==> src/logic/mips_defs.svh <==
`ifndef MIPS_DEFS_SVH
`define MIPS_DEFS_SVH

`define MIPS_RESET_VECTOR 32'h0000_0004  // First fetch address

// Primary opcodes
`define OP_SPECIAL 6'h00
`define OP_ADDIU   6'h09
`define OP_ORI     6'h0d
`define OP_LUI     6'h0f
`define OP_LW      6'h23
`define OP_SW      6'h2b

// Funct codes of SPECIAL instructions
`define FN_SLL     6'h00
`define FN_SRL     6'h02
`define FN_JR      6'h08
`define FN_MFHI    6'h10
`define FN_MFLO    6'h12
`define FN_MULT    6'h18
`define FN_MULTU   6'h19
`define FN_ADDU    6'h21
`define FN_SUBU    6'h23
`define FN_AND     6'h24
`define FN_OR      6'h25
`define FN_XOR     6'h26

`define MUL_STEPS 32  // One iteration per multiplier bit

`endif

==> src/logic/mips_pkg.sv <==
package mips_pkg;

    typedef logic [31:0] word_t;     // Data word or byte address
    typedef logic [4:0]  reg_idx_t;  // GPR number
    typedef logic [5:0]  opcode_t;   // Opcode or funct field

    typedef enum logic [2:0] {
        ALU_ADD,
        ALU_SUB,
        ALU_AND,
        ALU_OR,
        ALU_XOR,
        ALU_SLL,
        ALU_SRL,
        ALU_LUI
    } alu_op_t;

    typedef enum logic [3:0] {
        ST_FETCH,
        ST_FETCH_WAIT,
        ST_DECODE,
        ST_EXECUTE,
        ST_MEM,
        ST_MEM_WAIT,
        ST_MUL_WAIT,
        ST_WRITEBACK,
        ST_HALTED
    } core_state_t;

    typedef enum logic [1:0] {MUL_IDLE, MUL_RUN, MUL_FIX_SIGN} mul_state_t;

endpackage

==> src/logic/muldiv_if.sv <==
`timescale 1ns/1ps

interface muldiv_if;

    logic            start;      // One-cycle request from the core
    logic            is_signed;  // mult rather than multu
    mips_pkg::word_t op_a;
    mips_pkg::word_t op_b;
    logic            busy;
    mips_pkg::word_t hi;
    mips_pkg::word_t lo;

    modport core (
        output start, is_signed, op_a, op_b,
        input  busy, hi, lo
    );

    modport unit (
        input  start, is_signed, op_a, op_b,
        output busy, hi, lo
    );

endinterface

==> src/logic/mips_regfile.sv <==
`timescale 1ns/1ps

module mips_regfile (
    input  logic               clk,
    input  logic               reset,
    input  mips_pkg::reg_idx_t rs_idx,
    input  mips_pkg::reg_idx_t rt_idx,
    input  mips_pkg::reg_idx_t wr_idx,
    input  logic               wr_en,
    input  mips_pkg::word_t    wr_data,
    output mips_pkg::word_t    rs_val,
    output mips_pkg::word_t    rt_val,
    output mips_pkg::word_t    v0
);

    mips_pkg::word_t regs [32];

    always_ff @(posedge clk) begin
        if (reset) begin
            for (int i = 0; i < 32; i++) begin
                regs[i] <= '0;
            end
        end else if (wr_en && (wr_idx != 5'd0)) begin  // $zero stays zero
            regs[wr_idx] <= wr_data;
        end
    end

    // Plain combinational reads since the core never reads in its write cycle
    assign rs_val = (rs_idx == 5'd0) ? '0 : regs[rs_idx];
    assign rt_val = (rt_idx == 5'd0) ? '0 : regs[rt_idx];

    assign v0 = regs[2];  // Debug view of $v0

endmodule

==> src/logic/mips_alu.sv <==
`timescale 1ns/1ps

module mips_alu (
    input  mips_pkg::alu_op_t op,
    input  mips_pkg::word_t   a,
    input  mips_pkg::word_t   b,
    input  logic [4:0]        shamt,
    output mips_pkg::word_t   y
);

    // Immediates arrive already extended in b
    always_comb begin
        case (op)
            mips_pkg::ALU_ADD: begin
                y = a + b;  // addu, addiu and address calculation
            end
            mips_pkg::ALU_SUB: begin
                y = a - b;
            end
            mips_pkg::ALU_AND: begin
                y = a & b;
            end
            mips_pkg::ALU_OR: begin
                y = a | b;  // Also ori with zero-extended b
            end
            mips_pkg::ALU_XOR: begin
                y = a ^ b;
            end
            mips_pkg::ALU_SLL: begin
                y = b << shamt;  // Shifts act on rt
            end
            mips_pkg::ALU_SRL: begin
                y = b >> shamt;  // Logical so zeros shift in
            end
            mips_pkg::ALU_LUI: begin
                y = {b[15:0], 16'h0000};
            end
            default: begin
                y = '0;
            end
        endcase
    end

endmodule

==> src/logic/mips_muldiv.sv <==
`timescale 1ns/1ps
`include "mips_defs.svh"

module mips_muldiv (
    input  logic   clk,
    input  logic   reset,
    muldiv_if.unit mul
);

    localparam int STEP_W = $clog2(`MUL_STEPS);

    mips_pkg::mul_state_t state;
    logic [STEP_W-1:0]    step;
    logic [63:0]          acc;     // Running sum of partial products
    logic [63:0]          mcand;   // Shifted multiplicand magnitude
    mips_pkg::word_t      mplier;  // Multiplier magnitude, consumed LSB first
    logic                 negate;
    mips_pkg::word_t      mag_a;
    mips_pkg::word_t      mag_b;

    assign mag_a = (mul.is_signed && mul.op_a[31]) ? -mul.op_a : mul.op_a;
    assign mag_b = (mul.is_signed && mul.op_b[31]) ? -mul.op_b : mul.op_b;

    assign mul.busy = (state != mips_pkg::MUL_IDLE);

    always_ff @(posedge clk) begin
        if (reset) begin
            state  <= mips_pkg::MUL_IDLE;
            step   <= '0;
            mul.hi <= '0;
            mul.lo <= '0;
        end else begin
            case (state)
                mips_pkg::MUL_IDLE: begin
                    if (mul.start) begin
                        acc    <= '0;
                        mcand  <= {32'h0, mag_a};
                        mplier <= mag_b;
                        negate <= mul.is_signed && (mul.op_a[31] ^ mul.op_b[31]);
                        step   <= '0;
                        state  <= mips_pkg::MUL_RUN;
                    end
                end
                mips_pkg::MUL_RUN: begin
                    if (mplier[0]) begin
                        acc <= acc + mcand;
                    end
                    mcand  <= mcand << 1;
                    mplier <= mplier >> 1;
                    step   <= step + 1'b1;
                    if (step == STEP_W'(`MUL_STEPS - 1)) begin
                        state <= mips_pkg::MUL_FIX_SIGN;
                    end
                end
                mips_pkg::MUL_FIX_SIGN: begin
                    {mul.hi, mul.lo} <= negate ? -acc : acc;  // Unsigned passes through
                    state            <= mips_pkg::MUL_IDLE;
                end
                default: begin
                    state <= mips_pkg::MUL_IDLE;
                end
            endcase
        end
    end

    a_no_start_when_busy: assert property (@(posedge clk) disable iff (reset)
        mul.start |-> !mul.busy)
        else $error("multiply started while busy");

endmodule

==> src/logic/mips_core.sv <==
`timescale 1ns/1ps
`include "mips_defs.svh"

module mips_core (
    input  logic               clk,
    input  logic               reset,
    output mips_pkg::word_t    address,
    output logic               write,
    output logic               read,
    output mips_pkg::word_t    writedata,
    output logic [3:0]         byteenable,
    input  mips_pkg::word_t    readdata,
    input  logic               waitrequest,
    output logic               active,
    output mips_pkg::reg_idx_t rs_idx,
    output mips_pkg::reg_idx_t rt_idx,
    input  mips_pkg::word_t    rs_val,
    input  mips_pkg::word_t    rt_val,
    output logic               wr_en,
    output mips_pkg::reg_idx_t wr_idx,
    output mips_pkg::word_t    wr_data,
    output mips_pkg::alu_op_t  alu_op,
    output mips_pkg::word_t    alu_a,
    output mips_pkg::word_t    alu_b,
    output logic [4:0]         shamt,
    input  mips_pkg::word_t    alu_y,
    muldiv_if.core             mul
);

    mips_pkg::core_state_t state;
    mips_pkg::word_t       pc;
    mips_pkg::word_t       ir;
    mips_pkg::word_t       a_reg;        // rs latched in decode
    mips_pkg::word_t       b_reg;        // rt latched in decode
    mips_pkg::word_t       result;
    mips_pkg::word_t       jump_target;
    logic                  jump_pending;  // Next writeback is the delay slot
    logic                  halt_req;      // Pending jump goes to address zero
    mips_pkg::opcode_t     opcode;
    mips_pkg::opcode_t     funct;
    mips_pkg::word_t       imm_ext;
    logic                  is_special;
    logic                  is_jr;
    logic                  is_mult;
    logic                  is_mfhilo;
    logic                  is_lw;
    logic                  is_sw;
    logic                  writes_reg;

    assign opcode     = ir[31:26];
    assign funct      = ir[5:0];
    assign is_special = (opcode == `OP_SPECIAL);
    assign is_jr      = is_special && (funct == `FN_JR);
    assign is_mult    = is_special && ((funct == `FN_MULT) || (funct == `FN_MULTU));
    assign is_mfhilo  = is_special && ((funct == `FN_MFHI) || (funct == `FN_MFLO));
    assign is_lw      = (opcode == `OP_LW);
    assign is_sw      = (opcode == `OP_SW);
    assign imm_ext    = (opcode == `OP_ORI) ? {16'h0000, ir[15:0]} : {{16{ir[15]}}, ir[15:0]};

    assign rs_idx     = ir[25:21];
    assign rt_idx     = ir[20:16];
    assign wr_idx     = is_special ? ir[15:11] : ir[20:16];  // rd for R-type, rt otherwise
    assign wr_en      = (state == mips_pkg::ST_WRITEBACK) && writes_reg;
    assign wr_data    = result;
    assign alu_a      = a_reg;
    assign alu_b      = is_special ? b_reg : imm_ext;
    assign shamt      = ir[10:6];
    assign byteenable = 4'b1111;  // Whole words only

    assign mul.start     = (state == mips_pkg::ST_MUL_WAIT) && is_mult && !mul.busy;
    assign mul.is_signed = (funct == `FN_MULT);
    assign mul.op_a      = a_reg;
    assign mul.op_b      = b_reg;

    // ALU operation and destination write enable
    always_comb begin
        alu_op     = mips_pkg::ALU_ADD;
        writes_reg = 1'b0;
        if (is_special) begin
            case (funct)
                `FN_SLL:                     {alu_op, writes_reg} = {mips_pkg::ALU_SLL, 1'b1};
                `FN_SRL:                     {alu_op, writes_reg} = {mips_pkg::ALU_SRL, 1'b1};
                `FN_SUBU:                    {alu_op, writes_reg} = {mips_pkg::ALU_SUB, 1'b1};
                `FN_AND:                     {alu_op, writes_reg} = {mips_pkg::ALU_AND, 1'b1};
                `FN_OR:                      {alu_op, writes_reg} = {mips_pkg::ALU_OR, 1'b1};
                `FN_XOR:                     {alu_op, writes_reg} = {mips_pkg::ALU_XOR, 1'b1};
                `FN_ADDU, `FN_MFHI, `FN_MFLO: writes_reg = 1'b1;
                default:                     writes_reg = 1'b0;  // jr, mult, multu
            endcase
        end else begin
            case (opcode)
                `OP_ADDIU, `OP_LW: writes_reg = 1'b1;
                `OP_ORI:           {alu_op, writes_reg} = {mips_pkg::ALU_OR, 1'b1};
                `OP_LUI:           {alu_op, writes_reg} = {mips_pkg::ALU_LUI, 1'b1};
                default:           writes_reg = 1'b0;  // sw only computes an address
            endcase
        end
    end

    always_ff @(posedge clk) begin
        if (reset) begin
            state        <= mips_pkg::ST_FETCH;
            pc           <= `MIPS_RESET_VECTOR;
            address      <= '0;
            writedata    <= '0;
            read         <= 1'b0;
            write        <= 1'b0;
            active       <= 1'b0;
            jump_pending <= 1'b0;
            halt_req     <= 1'b0;
        end else begin
            case (state)
                mips_pkg::ST_FETCH: begin
                    address <= pc;
                    read    <= 1'b1;
                    active  <= 1'b1;
                    state   <= mips_pkg::ST_FETCH_WAIT;
                end
                mips_pkg::ST_FETCH_WAIT: begin
                    if (!waitrequest) begin  // Zero read latency
                        ir    <= readdata;
                        read  <= 1'b0;
                        pc    <= pc + 32'd4;
                        state <= mips_pkg::ST_DECODE;
                    end
                end
                mips_pkg::ST_DECODE: begin
                    a_reg <= rs_val;
                    b_reg <= rt_val;
                    state <= mips_pkg::ST_EXECUTE;
                end
                mips_pkg::ST_EXECUTE: begin
                    result <= alu_y;
                    if (is_jr) begin
                        jump_target <= a_reg;
                        halt_req    <= (a_reg == '0);
                    end
                    if (is_lw || is_sw) begin
                        state <= mips_pkg::ST_MEM;
                    end else if (is_mult || is_mfhilo) begin
                        state <= mips_pkg::ST_MUL_WAIT;
                    end else begin
                        state <= mips_pkg::ST_WRITEBACK;
                    end
                end
                mips_pkg::ST_MEM: begin
                    address   <= result;
                    writedata <= b_reg;
                    read      <= is_lw;
                    write     <= is_sw;
                    state     <= mips_pkg::ST_MEM_WAIT;
                end
                mips_pkg::ST_MEM_WAIT: begin
                    if (!waitrequest) begin
                        if (is_lw) begin
                            result <= readdata;
                        end
                        read  <= 1'b0;
                        write <= 1'b0;
                        state <= mips_pkg::ST_WRITEBACK;
                    end
                end
                mips_pkg::ST_MUL_WAIT: begin
                    if (!mul.busy) begin  // mult launches here, mfhi and mflo read
                        result <= (funct == `FN_MFHI) ? mul.hi : mul.lo;
                        state  <= mips_pkg::ST_WRITEBACK;
                    end
                end
                mips_pkg::ST_WRITEBACK: begin
                    if (jump_pending) begin  // Delay slot has just retired
                        jump_pending <= 1'b0;
                        pc           <= jump_target;
                    end else if (is_jr) begin
                        jump_pending <= 1'b1;
                    end
                    if (jump_pending && halt_req) begin
                        active <= 1'b0;
                        state  <= mips_pkg::ST_HALTED;
                    end else begin
                        state <= mips_pkg::ST_FETCH;
                    end
                end
                mips_pkg::ST_HALTED: begin
                    active <= 1'b0;  // Held until reset
                end
                default: begin
                    state <= mips_pkg::ST_FETCH;
                end
            endcase
        end
    end

    a_no_read_and_write: assert property (@(posedge clk) disable iff (reset)
        !(read && write))
        else $error("read and write high together");

    a_hold_on_wait: assert property (@(posedge clk) disable iff (reset)
        (read || write) && waitrequest |=>
            $stable({address, writedata, read, write, byteenable}))
        else $error("bus outputs changed during waitrequest");

endmodule

==> src/logic/mips_cpu.sv <==
`timescale 1ns/1ps

module mips_cpu (
    input  logic            clk,
    input  logic            reset,
    output logic            active,
    output mips_pkg::word_t register_v0,
    output mips_pkg::word_t address,
    output logic            write,
    output logic            read,
    output mips_pkg::word_t writedata,
    output logic [3:0]      byteenable,
    input  mips_pkg::word_t readdata,
    input  logic            waitrequest
);

    mips_pkg::reg_idx_t rs_idx;
    mips_pkg::reg_idx_t rt_idx;
    mips_pkg::reg_idx_t wr_idx;
    mips_pkg::word_t    rs_val;
    mips_pkg::word_t    rt_val;
    mips_pkg::word_t    wr_data;
    logic               wr_en;
    mips_pkg::alu_op_t  alu_op;
    mips_pkg::word_t    alu_a;
    mips_pkg::word_t    alu_b;
    mips_pkg::word_t    alu_y;
    logic [4:0]         shamt;

    muldiv_if u_mul_if ();

    mips_core u_core (
        .clk(clk), .reset(reset),
        .address(address), .write(write), .read(read), .writedata(writedata),
        .byteenable(byteenable), .readdata(readdata), .waitrequest(waitrequest),
        .active(active),
        .rs_idx(rs_idx), .rt_idx(rt_idx), .rs_val(rs_val), .rt_val(rt_val),
        .wr_en(wr_en), .wr_idx(wr_idx), .wr_data(wr_data),
        .alu_op(alu_op), .alu_a(alu_a), .alu_b(alu_b), .shamt(shamt), .alu_y(alu_y),
        .mul(u_mul_if)
    );

    mips_regfile u_regfile (
        .clk(clk), .reset(reset),
        .rs_idx(rs_idx), .rt_idx(rt_idx), .wr_idx(wr_idx),
        .wr_en(wr_en), .wr_data(wr_data),
        .rs_val(rs_val), .rt_val(rt_val),
        .v0(register_v0)  // $v0 for the testbench
    );

    mips_alu u_alu (.op(alu_op), .a(alu_a), .b(alu_b), .shamt(shamt), .y(alu_y));

    mips_muldiv u_muldiv (.clk(clk), .reset(reset), .mul(u_mul_if));

endmodule

==> config.mk <==
export PLATFORM = sky130hd
export DESIGN_NAME = mips_cpu
export DESIGN_NICKNAME = d
export VERILOG_FILES = /design/src/logic/mips_pkg.sv /design/src/logic/muldiv_if.sv /design/src/logic/mips_regfile.sv /design/src/logic/mips_alu.sv /design/src/logic/mips_muldiv.sv /design/src/logic/mips_core.sv /design/src/logic/mips_cpu.sv
export VERILOG_INCLUDE_DIRS = /design/src /design/src/logic
export SDC_FILE = /design/constraint.sdc
export NUM_CORES = 2
export LEC_CHECK = 0
export BUFFER_PORTS_ARGS = -buffer_cell sky130_fd_sc_hd__buf_2
export CAP_MARGIN = 0
export CORE_ASPECT_RATIO = 1.75
export CORE_MARGIN = 3
export CORE_UTILIZATION = 40
export CTS_CLUSTER_DIAMETER = 100
export DETAILED_ROUTE_END_ITERATION = 10
export PLACE_DENSITY = 0.54
export SYNTH_ARGS = -nofsm -noshare
export SYNTH_HDL_FRONTEND = slang
export SYNTH_SLANG_ARGS = --single-unit
==> constraint.sdc <==
create_clock -name clk -period 16 [get_ports clk]
set_clock_uncertainty 0.15 [all_clocks]
set_input_delay 1.6 -clock clk [delete_from_list [all_inputs] [get_ports clk]]
set_output_delay 1.6 -clock clk [all_outputs]
set_load 0.005 [all_outputs]
==> flow_metrics.py <==
metrics = {
    "logic_synthesis": {
        "ys_ff_latch": 1521,
        "ys_types": 105,
        "avgSynthCellArea_um2": 12.5,
        "netlist.area_leader.share": 0.458,
        "ys.warnings.count": 0,
        "ys_seq_area_frac": 0.498,
        "ys_async_sr_fraction": 0,
        "synth_edf_count": 1345,
        "syn_area_um2": 88100,
        "synthCells": 7051,
        "yosys-top-cells-area": "edfxtp_1 (46%), mux4_2 (17%), and2_1 (7.4%), dfxtp_1 (4.0%), ha_1 (2.3%)",
        "ys.flop_type": "edfxtp_1",
        "synth_common_cells": "edfxtp_1 (1,345), and2_1 (1,046), mux4_2 (683), clkbuf_1 (512), nor2_1 (466)",
        "synth_top_area_cell": "edfxtp_1",
        "synth.most_common_cell": "edfxtp_1",
    },
    "power_and_ir_drop": {
        "vdd_drop_max_uv": 66.6,
        "switching_share": 0.249,
        "power.switching_mw": 2.27,
        "p_int_mw": 6.85,
        "power_mw": 9.12,
        "power_leakage_nw": 35.1,
        "combPwrFrac": 0.089,
        "clkPwrFrac": 0.415,
        "power.density_nw_per_um2": 93.2,
        "seqPwrFrac": 0.495,
    },
    "critical_path": {
        "critPathMaxStageDelay_ns": 0.67,
        "start_kind": "register",
        "crit_top_cell": "a21oi_1",
        "crit_chain": "nor4_4 -> buf_4 -> nand2_4 -> a21oi_2 -> ha_1 -> o21ai_0 -> a211oi_2 -> nor2b_1 -> and3_1 -> a21oi_1 -> xnor2_1 -> ha_1 -> a21oi_1 -> o21bai_1 -> a21oi_1 -> a21oi_1 -> a31oi_1 -> o21ai_0 -> a2111oi_0 -> a32oi_1",
        "path_class": "register to register",
        "cp_slowest_cell": "a211oi_2",
        "required_ns": 16.38,
        "cp.arrival_ns": 7.18,
        "cp_max_fo": 23,
        "cp-end-kind": "register",
    },
    "detailed_routing": {
        "routedWlPerCell_um": 37.4,
        "vias": 63000,
        "drt-initial-drc-count": 6186,
        "wirelength_um": 373000,
        "drt.antenna.violating_nets": 0,
        "drt-pass1-iter-count": 6,
        "viasPerCell": 6.31,
        "drc": 0,
    },
    "clock_network": {
        "cts_tree": "done",
        "cts_sinks": 1521,
        "cts_resized": 0,
        "htree_num_levels": 4,
        "cts-root-buf": "clkbuf_16",
        "cts_setup_buffers": 0,
        "postCtsHoldBufs": 0,
        "clk_latency_ns": 0.87,
        "cts.path.max_buffers": 4,
        "cts_made_buffers": 162,
        "clkTransAtPathRegs_ns": 0.07,
    },
    "timing": {
        "post-route-min-period_ns": 6.80,
        "relSlewSlack": -0.0285,
        "rsz0062_at_grt": "no",
        "clock.fmax_ghz": 0.147,
        "hold_viol": 0,
        "finalSetupTns_ns": 0,
        "fin_crit_sh": 0.425,
        "drv_slew": 4,
        "worst_pin_slew_ns": 1.53,
        "setup_viol": 0,
    },
    "die": {
        "core_area_um2": 219000,
        "dieWidth_um": 361,
        "die_y_um": 627,
        "core.rowCount": 227,
        "ios": 138,
        "initial_core_util": 0.403,
        "die-area_um2": 226000,
    },
    "final_layout": {
        "fin_nets": 7197,
        "top_regs": "u_regfile.regs x1024, u_muldiv.acc x64, u_muldiv.mcand x64",
        "fill_cells": 19900,
        "largest_reg_flops": 1024,
        "final_layout_size_suffix_gt1_frac": 0.203,
        "area_growth_pct": 11.1,
        "top_register": "u_regfile.regs",
    },
    "min_path": {
        "hp-class": "register to register",
    },
    "global_route": {
        "antenna_found_initial": 20,
        "grt_max_degree": 133,
        "grt_pass1_vias": 64500,
        "grt_first_pass_wirelength_um": 513000,
        "grt_overflow": 0,
        "track_usage": 0.326,
    },
    "outcome": {
        "outcome": "complete, but fails checks",
        "violations": "capacitance limit, slew limit",
    },
    "placed_design": {
        "gp_congestion": 1.03,
        "io_buffers": 133,
        "dpl.hpwl_um": 258000,
    },
    "job": {
        "cap_viol_max_count": 2,
    },
}
cell type report:
| cell class | instances | area (um^2) | area share |
|---|---|---|---|
| Sequential cell | 1521 | 43900 | 0.449 |
| Multi-Input combinational cell | 4814 | 42200 | 0.431 |
| Clock buffer | 212 | 4480 | 0.0458 |
| Tap cell | 2862 | 3580 | 0.0366 |
| Timing Repair Buffer | 388 | 2710 | 0.0276 |
| Clock inverter | 61 | 559 | 0.00571 |
| Inverter | 109 | 413 | 0.00422 |
| Antenna cell | 17 | 42.5 | 0.000435 |
power by group through the flow:
stage | combinational (mW) | clock, mW | sequential (mW)
after CTS | 0.808 | 3.85 | 4.52
after global routing | 0.842 | 3.98 | 4.53
after floorplan | 0.460 | 0 | 4.56
final | 0.816 | 3.79 | 4.52
after global placement | 0.806 | 0 | 4.59
after detailed placement | 0.807 | 0 | 4.60
through the flow:
step / util / cell area (um^2) / std cells / hold WS, ns / setup slack (ns)
4_1_cts: 0.447 / 97800 / 9963 / 0.305 / 9.35
5_1_grt: 0.447 / 97900 / 9968 / 0.329 / 8.86
3_5_place_dp: 0.424 / 92800 / 9690 / 0.296 / 9.39
2_1_floorplan: - / 88200 / 7085 / 0.275 / 7.10
3_3_place_gp: 0.424 / 92800 / 9689 / 0.294 / 9.35
6_report: 0.448 / 97900 / 9984 / 0.307 / 9.20
critical path: cells and delay by family (launching register included):
family | cells | cell delay [ns]
AOI/OAI and AO/OA | 12 | 3.14
xor gates and xnor gates | 1 | 0.30
adders and majority gates | 2 | 0.75
buffers and inverters | 1 | 0.35
DFF | 1 | 0.59
and+or+nand+nor | 4 | 1.21
cells by family (layout without fill, tap and decap cells):
| family | after synthesis | count (layout) | synth area share |
|---|---|---|---|
| flops | 1521 | 1521 | 0.498 |
| other cells | 2 | 53 | 0.0000852 |
| buf+inv | 750 | 770 | 0.0333 |
| mux | 876 | 876 | 0.197 |
| simple gates | 2342 | 2342 | 0.141 |
| fa+ha+maj | 166 | 166 | 0.0237 |
| compound gates | 1176 | 1176 | 0.0852 |
| xor+xnor | 218 | 218 | 0.0217 |
path summary, 6_finish.rpt:
check,from,end,slack [ns],cells after the start
setup / recovery,u_core.ir[30],u_core.wr_data[25],9.20,20
hold / removal,u_core.writedata[4],u_core.writedata[4],0.31,2
setup reg to reg,u_core.ir[30],u_core.wr_data[25],9.20,20
hold reg to reg,u_core.writedata[4],u_core.writedata[4],0.31,2
routing by layer:
metal | share of wire | vias up | global-route usage | wire length, um
li1 | - | 26500 | - | -
met3 | 0.057 | 1078 | 0.0501 | 21400
met1 | 0.33 | 32500 | 0.334 | 121000
met5 | 0.00014 | - | 0 | 52
met4 | 0.10 | 8 | 0.265 | 37700
met2 | 0.52 | 2819 | 0.587 | 193000
cells in the final DEF (no fill, tap or decap), types with 138 or more instances in the layout:
cell,instances
a211oi_1,138
mux4_2,683
edfxtp_1,1345
dfxtp_1,175
a21oi_1,305
mux2i_1,177
buf_4,245
ha_1,164
nor2_1,427
o21ai_0,258
and2_1,1046
clkbuf_16,170
nand2_1,411
Note: power is estimated with default switching activity, not from simulation.
